`src/div_ctrl_pkg.sv`:
```
// Counts assume the width divides evenly by twice the digits retired per cycle
package div_ctrl_pkg;

    // Controller states; the encoding 2'b11 is never entered
    typedef enum logic [1:0] {
        ST_IDLE = 2'b00,
        ST_CALC = 2'b01,
        ST_DONE = 2'b10
    } div_state_t;

    // Working cycles for one division
    function automatic int iter_count(input int width, input int digits);
        return width / (2 * digits);
    endfunction

    // Counter width able to hold 0 to iter_count inclusive
    function automatic int count_bits(input int width, input int digits);
        int n;
        n = iter_count(width, digits);
        if (n < 1) begin
            return 1;
        end
        return $clog2(n + 1);
    endfunction

endpackage

```
`src/div_types_pkg.sv`:
```
// Unsigned operands only; widths must be a multiple of twice the digits per cycle
package div_types_pkg;

    // Defaults used when the top level is not overridden
    localparam int DEFAULT_WIDTH  = 32;
    localparam int DEFAULT_DIGITS = 2;

    // One radix-4 digit carries two bits
    localparam int DIGIT_BITS = 2;

    // Divisor multiples tried per digit: x1, x2, x3
    localparam int MULT_COUNT = 3;

    typedef logic [DIGIT_BITS-1:0] q_digit_t;

    // One flag per multiple, bit 0 is x1
    typedef logic [MULT_COUNT-1:0] mult_sel_t;

    // Digit values picked by the priority selector
    localparam q_digit_t DIGIT_X0 = 2'd0;
    localparam q_digit_t DIGIT_X1 = 2'd1;
    localparam q_digit_t DIGIT_X2 = 2'd2;
    localparam q_digit_t DIGIT_X3 = 2'd3;

    // Bit positions inside mult_sel_t
    localparam int SEL_X1 = 0;
    localparam int SEL_X2 = 1;
    localparam int SEL_X3 = 2;

endpackage
```
`src/radix4_divider.sv`:
```
// Unsigned divide; trigger is accepted only while ready, and b = 0 gives q all ones, r = a
`timescale 1ns/100ps

module radix4_divider #(
    parameter int DIV_WIDTH        = div_types_pkg::DEFAULT_WIDTH,
    parameter int DIGITS_PER_CYCLE = div_types_pkg::DEFAULT_DIGITS
) (
    input  logic                 ctl_clk,
    input  logic                 reset,
    input  logic                 trigger,
    input  logic [DIV_WIDTH-1:0] a,
    input  logic [DIV_WIDTH-1:0] b,
    output logic [DIV_WIDTH-1:0] q,
    output logic [DIV_WIDTH-1:0] r,
    output logic                 ready,
    output logic                 done
);

    logic                   load;
    logic                   step;
    logic                   finish;
    logic [2*DIV_WIDTH-1:0] work_value;

    // Control
    div_sequencer #(
        .DIV_WIDTH        (DIV_WIDTH),
        .DIGITS_PER_CYCLE (DIGITS_PER_CYCLE)
    ) i_div_sequencer (
        .ctl_clk (ctl_clk),
        .reset   (reset),
        .trigger (trigger),
        .ready   (ready),
        .load    (load),
        .step    (step),
        .finish  (finish)
    );

    // Digit iteration
    div_datapath #(
        .DIV_WIDTH        (DIV_WIDTH),
        .DIGITS_PER_CYCLE (DIGITS_PER_CYCLE)
    ) i_div_datapath (
        .ctl_clk    (ctl_clk),
        .reset      (reset),
        .load       (load),
        .step       (step),
        .a          (a),
        .b          (b),
        .work_value (work_value)
    );

    // Output registers
    div_result_reg #(
        .DIV_WIDTH (DIV_WIDTH)
    ) i_div_result_reg (
        .ctl_clk    (ctl_clk),
        .reset      (reset),
        .finish     (finish),
        .work_value (work_value),
        .q          (q),
        .r          (r),
        .done       (done)
    );

endmodule

```
`src/div_result_reg.sv`:
```
// done is a single-cycle pulse with no hold; q and r keep the last result until the next one
`timescale 1ns/100ps

module div_result_reg #(
    parameter int DIV_WIDTH = div_types_pkg::DEFAULT_WIDTH
) (
    input  logic                   ctl_clk,
    input  logic                   reset,
    input  logic                   finish,
    input  logic [2*DIV_WIDTH-1:0] work_value,
    output logic [DIV_WIDTH-1:0]   q,
    output logic [DIV_WIDTH-1:0]   r,
    output logic                   done
);

    always_ff @(posedge ctl_clk) begin
        if (!reset) begin
            q    <= '0;
            r    <= '0;
            done <= 1'b0;
        end else if (finish) begin
            // Quotient in the low half, remainder in the high half
            q    <= work_value[DIV_WIDTH-1:0];
            r    <= work_value[2*DIV_WIDTH-1:DIV_WIDTH];
            done <= 1'b1;
        end else begin
            done <= 1'b0;
        end
    end

endmodule

```
`src/div_sequencer.sv`:
```
// Fixed latency of iter_count + 2 cycles from accept to done; no abort once started
`timescale 1ns/100ps

module div_sequencer #(
    parameter int DIV_WIDTH        = div_types_pkg::DEFAULT_WIDTH,
    parameter int DIGITS_PER_CYCLE = div_types_pkg::DEFAULT_DIGITS
) (
    input  logic ctl_clk,
    input  logic reset,
    input  logic trigger,
    output logic ready,
    output logic load,
    output logic step,
    output logic finish
);

    localparam int ITERS      = div_ctrl_pkg::iter_count(DIV_WIDTH, DIGITS_PER_CYCLE);
    localparam int COUNT_BITS = div_ctrl_pkg::count_bits(DIV_WIDTH, DIGITS_PER_CYCLE);

    localparam logic [COUNT_BITS-1:0] LAST_COUNT = COUNT_BITS'(ITERS);

    div_ctrl_pkg::div_state_t state_q;
    div_ctrl_pkg::div_state_t state_next;
    logic [COUNT_BITS-1:0]    count_q;

    assign ready = (state_q == div_ctrl_pkg::ST_IDLE)
                   || (state_q == div_ctrl_pkg::ST_DONE);

    // Only accept point for new operands
    assign load   = trigger && ready;
    assign step   = (state_q == div_ctrl_pkg::ST_CALC) && (count_q != LAST_COUNT);
    assign finish = (state_q == div_ctrl_pkg::ST_DONE);

    always_comb begin
        state_next = state_q;
        case (state_q)
            div_ctrl_pkg::ST_IDLE: begin
                if (load) begin
                    state_next = div_ctrl_pkg::ST_CALC;
                end
            end
            div_ctrl_pkg::ST_CALC: begin
                if (count_q == LAST_COUNT) begin
                    state_next = div_ctrl_pkg::ST_DONE;
                end
            end
            div_ctrl_pkg::ST_DONE: begin
                // Back-to-back start skips idle
                if (load) begin
                    state_next = div_ctrl_pkg::ST_CALC;
                end else begin
                    state_next = div_ctrl_pkg::ST_IDLE;
                end
            end
            default: begin
                state_next = div_ctrl_pkg::ST_IDLE;
            end
        endcase
    end

    always_ff @(posedge ctl_clk) begin
        if (!reset) begin
            state_q <= div_ctrl_pkg::ST_IDLE;
            count_q <= '0;
        end else begin
            state_q <= state_next;
            if (load) begin
                count_q <= '0;
            end else if (step) begin
                count_q <= count_q + 1'b1;
            end
        end
    end

endmodule

```
`src/div_datapath.sv`:
```
// Operands are captured only on load; a zero divisor yields all-ones quotient and r = a
`timescale 1ns/100ps

module div_datapath #(
    parameter int DIV_WIDTH        = div_types_pkg::DEFAULT_WIDTH,
    parameter int DIGITS_PER_CYCLE = div_types_pkg::DEFAULT_DIGITS
) (
    input  logic                   ctl_clk,
    input  logic                   reset,
    input  logic                   load,
    input  logic                   step,
    input  logic [DIV_WIDTH-1:0]   a,
    input  logic [DIV_WIDTH-1:0]   b,
    output logic [2*DIV_WIDTH-1:0] work_value
);

    // Quotient bits produced per working cycle
    localparam int SHIFT = DIGITS_PER_CYCLE * div_types_pkg::DIGIT_BITS;

    typedef logic [DIV_WIDTH-1:0]   word_t;
    typedef logic [2*DIV_WIDTH-1:0] work_t;

    word_t divisor_q;
    work_t work_q;
    work_t work_next;

    logic [DIV_WIDTH:0]   divisor_x2;
    logic [DIV_WIDTH+1:0] divisor_x3;

    word_t                   rem_chain [DIGITS_PER_CYCLE+1];
    div_types_pkg::q_digit_t digit_chain [DIGITS_PER_CYCLE];
    logic [SHIFT-1:0]        digits_packed;
    word_t                   low_next;

    // Multiples formed once for all stages
    assign divisor_x2 = {divisor_q, 1'b0};
    assign divisor_x3 = {1'b0, divisor_x2} + {2'b00, divisor_q};

    // Remainder half feeds the first stage
    assign rem_chain[0] = work_q[2*DIV_WIDTH-1:DIV_WIDTH];

    genvar g;
    for (g = 0; g < DIGITS_PER_CYCLE; g = g + 1) begin : g_digit
        radix4_stage #(
            .DIV_WIDTH (DIV_WIDTH)
        ) i_radix4_stage (
            .partial_rem (rem_chain[g]),
            .next_bits   (work_q[DIV_WIDTH-1-g*div_types_pkg::DIGIT_BITS -:
                                 div_types_pkg::DIGIT_BITS]),
            .divisor_x1  (divisor_q),
            .divisor_x2  (divisor_x2),
            .divisor_x3  (divisor_x3),
            .new_rem     (rem_chain[g+1]),
            .digit       (digit_chain[g])
        );

        // First stage gives the most significant digit
        assign digits_packed[SHIFT-1-g*div_types_pkg::DIGIT_BITS -:
                             div_types_pkg::DIGIT_BITS] = digit_chain[g];
    end

    // Consumed dividend bits leave at the top, new digits enter at the bottom
    assign low_next  = (work_q[DIV_WIDTH-1:0] << SHIFT) | word_t'(digits_packed);
    assign work_next = {rem_chain[DIGITS_PER_CYCLE], low_next};

    always_ff @(posedge ctl_clk) begin
        if (load) begin
            divisor_q <= b;
        end
    end

    always_ff @(posedge ctl_clk) begin
        if (!reset) begin
            work_q <= '0;
        end else if (load) begin
            work_q <= {word_t'('0), a};
        end else if (step) begin
            work_q <= work_next;
        end
    end

    assign work_value = work_q;

endmodule

```
`src/radix4_stage.sv`:
```
// Combinational only; the partial remainder must stay below 2**(DIV_WIDTH-2) before the shift
`timescale 1ns/100ps

module radix4_stage #(
    parameter int DIV_WIDTH = div_types_pkg::DEFAULT_WIDTH
) (
    input  logic [DIV_WIDTH-1:0]    partial_rem,
    input  div_types_pkg::q_digit_t next_bits,
    input  logic [DIV_WIDTH-1:0]    divisor_x1,
    input  logic [DIV_WIDTH:0]      divisor_x2,
    input  logic [DIV_WIDTH+1:0]    divisor_x3,
    output logic [DIV_WIDTH-1:0]    new_rem,
    output div_types_pkg::q_digit_t digit
);

    logic [DIV_WIDTH+1:0] extended;
    logic [DIV_WIDTH-1:0] shifted;

    // One guard bit on top catches the borrow
    logic [DIV_WIDTH:0] diff_x1;
    logic [DIV_WIDTH:0] diff_x2;
    logic [DIV_WIDTH:0] diff_x3;

    div_types_pkg::mult_sel_t fits;

    // Bring in the next two dividend bits
    assign extended = {partial_rem, next_bits};
    assign shifted  = extended[DIV_WIDTH-1:0];

    // All three trial subtractions run in parallel
    assign diff_x1 = {1'b0, shifted} - {1'b0, divisor_x1};
    assign diff_x2 = {1'b0, shifted} - {1'b0, divisor_x2[DIV_WIDTH-1:0]};
    assign diff_x3 = {1'b0, shifted} - {1'b0, divisor_x3[DIV_WIDTH-1:0]};

    // A multiple wider than the word can never fit
    assign fits[div_types_pkg::SEL_X1] = !diff_x1[DIV_WIDTH];
    assign fits[div_types_pkg::SEL_X2] = !diff_x2[DIV_WIDTH]
                                         && !divisor_x2[DIV_WIDTH];
    assign fits[div_types_pkg::SEL_X3] = !diff_x3[DIV_WIDTH]
                                         && !divisor_x3[DIV_WIDTH+1]
                                         && !divisor_x3[DIV_WIDTH];

    // Priority select, largest multiple first
    always_comb begin
        if (fits[div_types_pkg::SEL_X3]) begin
            new_rem = diff_x3[DIV_WIDTH-1:0];
            digit   = div_types_pkg::DIGIT_X3;
        end else if (fits[div_types_pkg::SEL_X2]) begin
            new_rem = diff_x2[DIV_WIDTH-1:0];
            digit   = div_types_pkg::DIGIT_X2;
        end else if (fits[div_types_pkg::SEL_X1]) begin
            new_rem = diff_x1[DIV_WIDTH-1:0];
            digit   = div_types_pkg::DIGIT_X1;
        end else begin
            // Nothing fits, restore
            new_rem = shifted;
            digit   = div_types_pkg::DIGIT_X0;
        end
    end

endmodule

```
`config.mk`:
```
export PLATFORM = sky130hd
export DESIGN_NAME = radix4_divider
export DESIGN_NICKNAME = d
export VERILOG_FILES = /design/src/div_ctrl_pkg.sv /design/src/div_types_pkg.sv /design/src/radix4_divider.sv /design/src/div_result_reg.sv /design/src/div_sequencer.sv /design/src/div_datapath.sv /design/src/radix4_stage.sv
export SDC_FILE = /design/constraint.sdc
export NUM_CORES = 1
export LEC_CHECK = 0
export ABC_AREA = 1
export BUFFER_PORTS_ARGS = -buffer_cell sky130_fd_sc_hd__clkbuf_2
export CELL_PAD_IN_SITES_DETAIL_PLACEMENT = 1
export CELL_PAD_IN_SITES_GLOBAL_PLACEMENT = 1
export CORE_UTILIZATION = 48
export DETAILED_ROUTE_END_ITERATION = 8
export PLACE_DENSITY_LB_ADDON = 0.08
export SYNTH_ARGS = -nofsm -noshare
export SYNTH_HDL_FRONTEND = slang
export SYNTH_SLANG_ARGS = --single-unit
```
`constraint.sdc`:
```
create_clock -name ctl_clk -period 17.1 [get_ports ctl_clk]
set_input_delay 0.855 -clock ctl_clk [delete_from_list [all_inputs] [get_ports ctl_clk]]
set_output_delay 0.855 -clock ctl_clk [all_outputs]
set_load 0.005 [all_outputs]
```
## Word-level counts from Yosys, hierarchy flattened

Index checks and enable logic that the tools add are counted.

- $add $sub $neg: 8
- Multiplexer cells: 19
- Reduce and logical (&&, ||, !) cells: 20
- Bitwise logic cells: 2
- Eq/ne operators: 6

Operator list:

| kind | count |
|---|---|
| subtractor 32 x 32 -> 33 bit | 6 |
| two-way mux 32 bit | 5 |
| two-way mux 30 bit | 3 |
| adder 33 x 32 -> 34 bit | 1 |
| OR 32 x 4 -> 32 bit | 1 |
| two-way mux 2 bit | 6 |
| logical AND 1 bit | 8 |
| zero test 1 bit | 7 |
| case mux 2 bit (3 select lines) | 1 |
| adder 4 x 1 -> 4 bit (second input constant) | 1 |
| == test 4 bit (second input constant) | 1 |
| two-way mux 1 bit | 4 |
| inequality test 4 bit (second input constant) | 1 |
| == test 2 x 1 -> 1 bit (second input constant) | 1 |
| == test 2 bit (second input constant) | 1 |
| zero test 2 bit | 1 |
| inequality test 2 x 1 -> 1 bit (second input constant) | 1 |
| inequality test 2 bit (second input constant) | 1 |
| AND reduction 2 bit | 1 |
| nonzero test 2 bit | 1 |
| OR reduction 2 bit | 1 |
| logical OR 1 bit | 1 |
| inverter 1 bit | 1 |

- Register bits after elaboration: 167
- Output and inout port bits: 66
- Word-level logic and storage cells: 63
- Input bits: 67

## Longest topological paths before layout

- Depth after elaboration: 14
- Mapped depth: 52
- Mapped depth without buffers: 50

## Cells and area by module

From an unflattened synthesis, not the netlist that was laid out.

- Cells, all modules: 4630
- Area total of the unflattened synthesis: 25365.6 sq um

By module, submodules not included:

| module | area an instance (sq um) | times used | seq. area each (sq um) | cells each |
|---|---|---|---|---|
| radix4_stage | 8206.6 | 2 | 0.0 | 1659 |
| div_datapath | 5978.2 | 1 | 2242.2 | 858 |
| div_result_reg | 2648.8 | 1 | 1301.2 | 408 |
| div_sequencer | 325.3 | 1 | 120.1 | 46 |

## Least setup slack after synthesis

No wires, ideal clock.

- Path kind: register -> register
- From: reg i_div_datapath.divisor_q[1]
- To: reg i_div_datapath.work_q[62] (netlist: i_div_datapath.work_value[62])
- Slack: 10.100 ns
- Required time: 16.969 ns
- Arrival: 6.870 ns
- Cell stages (with the launch flop): 47
- Period minus slack after synthesis: 7.000 ns
- Path through: edfxtp_1 > ha_1 > fa_1 > nand2_1 > nand2_1 > and2_1 > a21oi_1 > o21ai_0 > a31oi_1 > xor2_1 > ha_1 > a21oi_1 > o21ai_0 > a21oi_1 > nand2_1 > nand3_1 > nor2_2 > nand2_1 > (+11 left out) > nand2_1 > nand2_1 > a21oi_1 > o21ai_0 > a21oi_1 > o21ai_0 > a21oi_1 > inv_1 > nand4_1 > nand2_1 > inv_1 > clkbuf_1 > a21oi_1 > o21ai_0 > a21oi_1 > a21oi_2 > nand2_1 > a21oi_2

- Longest elaborated chain between the ends: 11

RTL lines:

| element | line | RTL |
|---|---|---|
| start, declared | div_datapath.sv:23 | `word_t divisor_q;` |
| start signal, assigned | div_datapath.sv:68 | `divisor_q <= b;` |
| adder 33 x 32 -> 34 bit | div_datapath.sv:37 | `assign divisor_x3 = {1'b0, divisor_x2} + {2'b00, divisor_q};` |
| subtractor 32 x 32 -> 33 bit | radix4_stage.sv:33 | `assign diff_x3 = {1'b0, shifted} - {1'b0, divisor_x3[DIV_WIDTH-1:0]};` |
| zero test 1 bit | radix4_stage.sv:39 | `assign fits[div_types_pkg::SEL_X3] = !diff_x3[DIV_WIDTH]` |
| logical AND 1 bit | radix4_stage.sv:40 | `&& !divisor_x3[DIV_WIDTH+1]` |
| logical AND 1 bit | radix4_stage.sv:41 | `&& !divisor_x3[DIV_WIDTH];` |
| two-way mux 30 bit | radix4_stage.sv:45 | `if (fits[div_types_pkg::SEL_X3]) begin` |
| subtractor 32 x 32 -> 33 bit (on tied branches) | radix4_stage.sv:32, radix4_stage.sv:33 |  |
| zero test 1 bit (on tied branches) | radix4_stage.sv:37, radix4_stage.sv:39 |  |
| logical AND 1 bit (on tied branches) | radix4_stage.sv:38, radix4_stage.sv:40 |  |
| two-way mux 32 bit or logical AND 1 bit (tied branches) | radix4_stage.sv:48, radix4_stage.sv:41 |  |
| two-way mux 32 bit (*) | radix4_stage.sv:45 |  |
| end signal, assigned | div_datapath.sv:76 | `work_q <= {word_t'('0), a};` |
| end signal, assigned | div_datapath.sv:78 | `work_q <= work_next;` |
| end, declared | div_datapath.sv:24 | `work_t work_q;` |

Mark *: on every way between the ends. The rest lies on a longest branch, timed or not.
A chain may end at the register's enable or synchronous reset.

## Final worst setup path

- From: reg i_div_datapath.divisor_q[1]
- To: reg i_div_datapath.work_q[50] (netlist: i_div_datapath.work_value[50])

Same word-level chain as after synthesis.

==> run metrics <==
status finished clean; Worst EP arrival 10820 ps; kind of start point of the critical path flip-flop; max_cap viols 0; CTS tree built; Die Y-Extent 198.0 um; clock skew 13.44 ps; Avg WL per Cell 21.96 um; Site Rows 71; TritonRoute pass-1 iters 5; largest net degree at the start of global routing 77; Seq cells post-synth 167; Post-CTS Hold Buffers 0; area share of the leading cell type in the synthesized netlist 14.66%; first-pass GRT wire length 114.7 mm; die width 198.0 um; async set-reset flop share out of synthesis 0%; highest-delay cell along the critical path edfxtp_1; Cell Pwr Density 103.8 nW/um^2; dpl ws 7048 ps; DRT iter0 DRCs 1441; vias in the first global route 20670; number of synthesized flops with an enable pin 32; relative slew slack 30.78%; Starting Density 48.82%; critical path fanouts, max 40; fin. max-slew vios 0; Setup-failing EPs final 0; DRC violations left 0; global route overflow 0; Pint 1015 uW; Via Count 20600; cell area after synthesis 18430 sq um; LEAKAGE 0.009951 uW; die footprint 39190 sq um; CP Capture Type flip-flop; clock power share 20.0%; Tmin final 10390 ps; cts repair resizes 0; worst-skew pair later-pin latency 500 ps; routability cong. 1.011; Clk pin slew, worst setup/hold paths 90 ps; antenna cells 0; top_reg_cell synth dfxtp_1; Final Hold Fails 0; flop2flop setup slack 6710 ps; Comb power frac 58.7%; post-synth top area cell dfxtp_1; setup slack after layout 6706 ps; number of clock sinks 167; part of the Yosys area used for sequential elements 19.88%; share of cells above drive strength 1 8.523%; root buffer selected by CTS clkbuf_16; worst min path class reg2reg; NetSw 1072 uW; Fmax 96.21 MHz; Mapped Avg Cell Area 6.479 sq um; Post-DRT Antenna Nets 0; most frequent cell on the critical path nand2_1; H-Tree Depth 4; setup TNS 0 ps; Setup Fix Bufs, Post-CTS 0; CP startpoint i_div_datapath.divisor_q[1]$_DFFE_PP_; yosys warns 0; final WL 75.88 mm; post-synth net total 3134; fin crit share 60.79%; Gate Count Post-Synth 2845; worst-case clock buffer depth 2; reg2reg end i_div_datapath.work_value[50]$_SDFFE_PP0P_; Worst Setup EP i_div_datapath.work_value[50]$_SDFFE_PP0P_; Max VDD drop 0.00008091 V; Crit path largest cell delay 570 ps; area growth from synthesis to layout 9.083%; critical path class reg2reg; RSZ-0062 raised after global routing no; Total Nets Final 3221; Core Area 37760 sq um; Worst Reg2Reg Path Length in Cells 45; Total GRT Usage 38.50%; IO buf count 132; initial antenna violation count 0; Yosys cell types 54; leading post-synthesis cells by cell area dfxtp_1 15%, ha_1 15%, nand2_1 13%; part of the power in registers 21.4%; reg-to-reg startpoint i_div_datapath.divisor_q[1]$_DFFE_PP_; sw frac 51.36%; IO Pins 133; drt via density 5.961; Least-Margin Pin Slew 1027 ps; cts bufs inserted 17; placed wire-length estimate 61.24 mm; Worst Path Required 17520 ps
-- cell usage after synthesis (all sizes together) (2+ instances only) --
cell type	number
a211oi	6
a21boi	11
a21o	14
a21oi	292
a221oi	4
a22oi	16
a31oi	47
and2	5
buf	15
clkbuf	60
clkinv	2
dfxtp	135
edfxtp	32
fa	7
ha	215
inv	327
nand2	676
nand3	133
nand3b	8
nand4	29
nor2	273
nor3	24
nor3b	2
nor4	10
o211ai	26
o21a	6
o21ai	263
o21bai	10
o221ai	9
o22ai	9
o311ai	2
o31ai	4
or2	7
xnor2	77
xor2	83
-- layout make-up --
type,count,area (sq um)
Multi-Input combinational cell,2274,13220
Clock buffer,18,439.2
Fill cell,5174,17650
Timing Repair Buffer,143,743.2
Tap cell,511,639.4
Clock inverter,14,170.2
Sequential cell,167,3664
Inverter,329,1235
-- stage by stage --
step           utilization, %  hold WS (ps)  std cells  area, sq um  power (uW)
2_1_floorplan               -         452.4       2845        18430        1290
3_3_place_gp            51.64         461.2       3424        19500        1594
3_5_place_dp            51.64         470.9       3424        19500        1632
4_1_cts                 53.25         490.0       3456        20110        2054
5_1_grt                 53.25         512.3       3456        20110        2205
6_report                53.25         485.9       3456        20110        2087
-- metal layers --
| metal | GRT usage, % | routed length (um) | vias up |
|---|---|---|---|
| met5 | 0 | 0 | - |
| met4 | 13.21 | 2093 | 0 |
| met3 | 6.404 | 5995 | 112 |
| met2 | 63.26 | 34300 | 760 |
| met1 | 50.73 | 33500 | 9956 |
| li1 | - | - | 9772 |
-- worst min-delay path by stage --
| stage | depth (start not counted) | end | startpoint | slack (ps) |
|---|---|---|---|---|
| final | 2 | i_div_result_reg.q[20]$_SDFFE_PN0P_ | i_div_result_reg.q[20]$_SDFFE_PN0P_ | 490 |
| after CTS | 2 | i_div_result_reg.q[8]$_SDFFE_PN0P_ | i_div_result_reg.q[8]$_SDFFE_PN0P_ | 490 |
| after global routing | 2 | i_div_datapath.work_value[17]$_SDFFE_PN0P_ | i_div_datapath.work_value[17]$_SDFFE_PN0P_ | 510 |
| after floorplan | 2 | i_div_sequencer.state_q[1]$_SDFFE_PN0P_ | i_div_sequencer.count_q[3]$_SDFFE_PP0P_ | 450 |
| after detailed placement | 2 | i_div_result_reg.r[7]$_SDFFE_PN0P_ | i_div_result_reg.r[7]$_SDFFE_PN0P_ | 470 |
| after global placement | 2 | i_div_sequencer.count_q[3]$_SDFFE_PP0P_ | i_div_sequencer.count_q[3]$_SDFFE_PP0P_ | 460 |
-- logic make-up after synthesis --
kind of cell | after synthesis | synth area share, %
AOI/OAI and AO/OA | 724 | 21.89
xor gates and xnor gates | 160 | 7.603
adders and majority gates | 222 | 15.36
buffers and inverters | 404 | 8.479
DFF | 167 | 19.88
and+or+nand+nor | 1168 | 26.79
-- worst max-delay path, delay by kind of cell, from the launching register on --
kind	cells	cell delay, ps
adder cells (fa/ha/maj)	4	1570
AO/OA/AOI/OAI	16	3760
XOR/XNOR	1	400
buffers and inverters	4	1050
flip-flops	1	570
AND/OR/NAND/NOR	20	2910
-- power groups by stage --
stage	registers [uW]	logic, uW	clock network [uW]
2_1_floorplan	442	848	0
3_3_place_gp	452	1140	0
3_5_place_dp	454	1180	0
4_1_cts	445	1190	420
5_1_grt	448	1320	432
6_report	446	1220	417
-- cell usage in the layout (no fill, tap or decap), types with 27 or more instances in the layout --
master / n
a31oi_1: 47
nand3_1: 124
clkbuf_2: 132
ha_1: 215
nand4_1: 27
dfxtp_1: 135
o21ai_0: 244
a21oi_1: 286
edfxtp_1: 32
xor2_1: 83
nand2_1: 651
nor2_1: 263
xnor2_1: 77
inv_1: 314
-- state kept, by name, indices dropped and copies added, names as in the netlist --
register and count:
i_div_result_reg.done 1, i_div_result_reg.r 32, i_div_sequencer.state_q 2, i_div_result_reg.q 32, i_div_sequencer.count_q 4, i_div_datapath.divisor_q 32
i_div_datapath.work_value 64
Power figures use the tool's default switching activity.
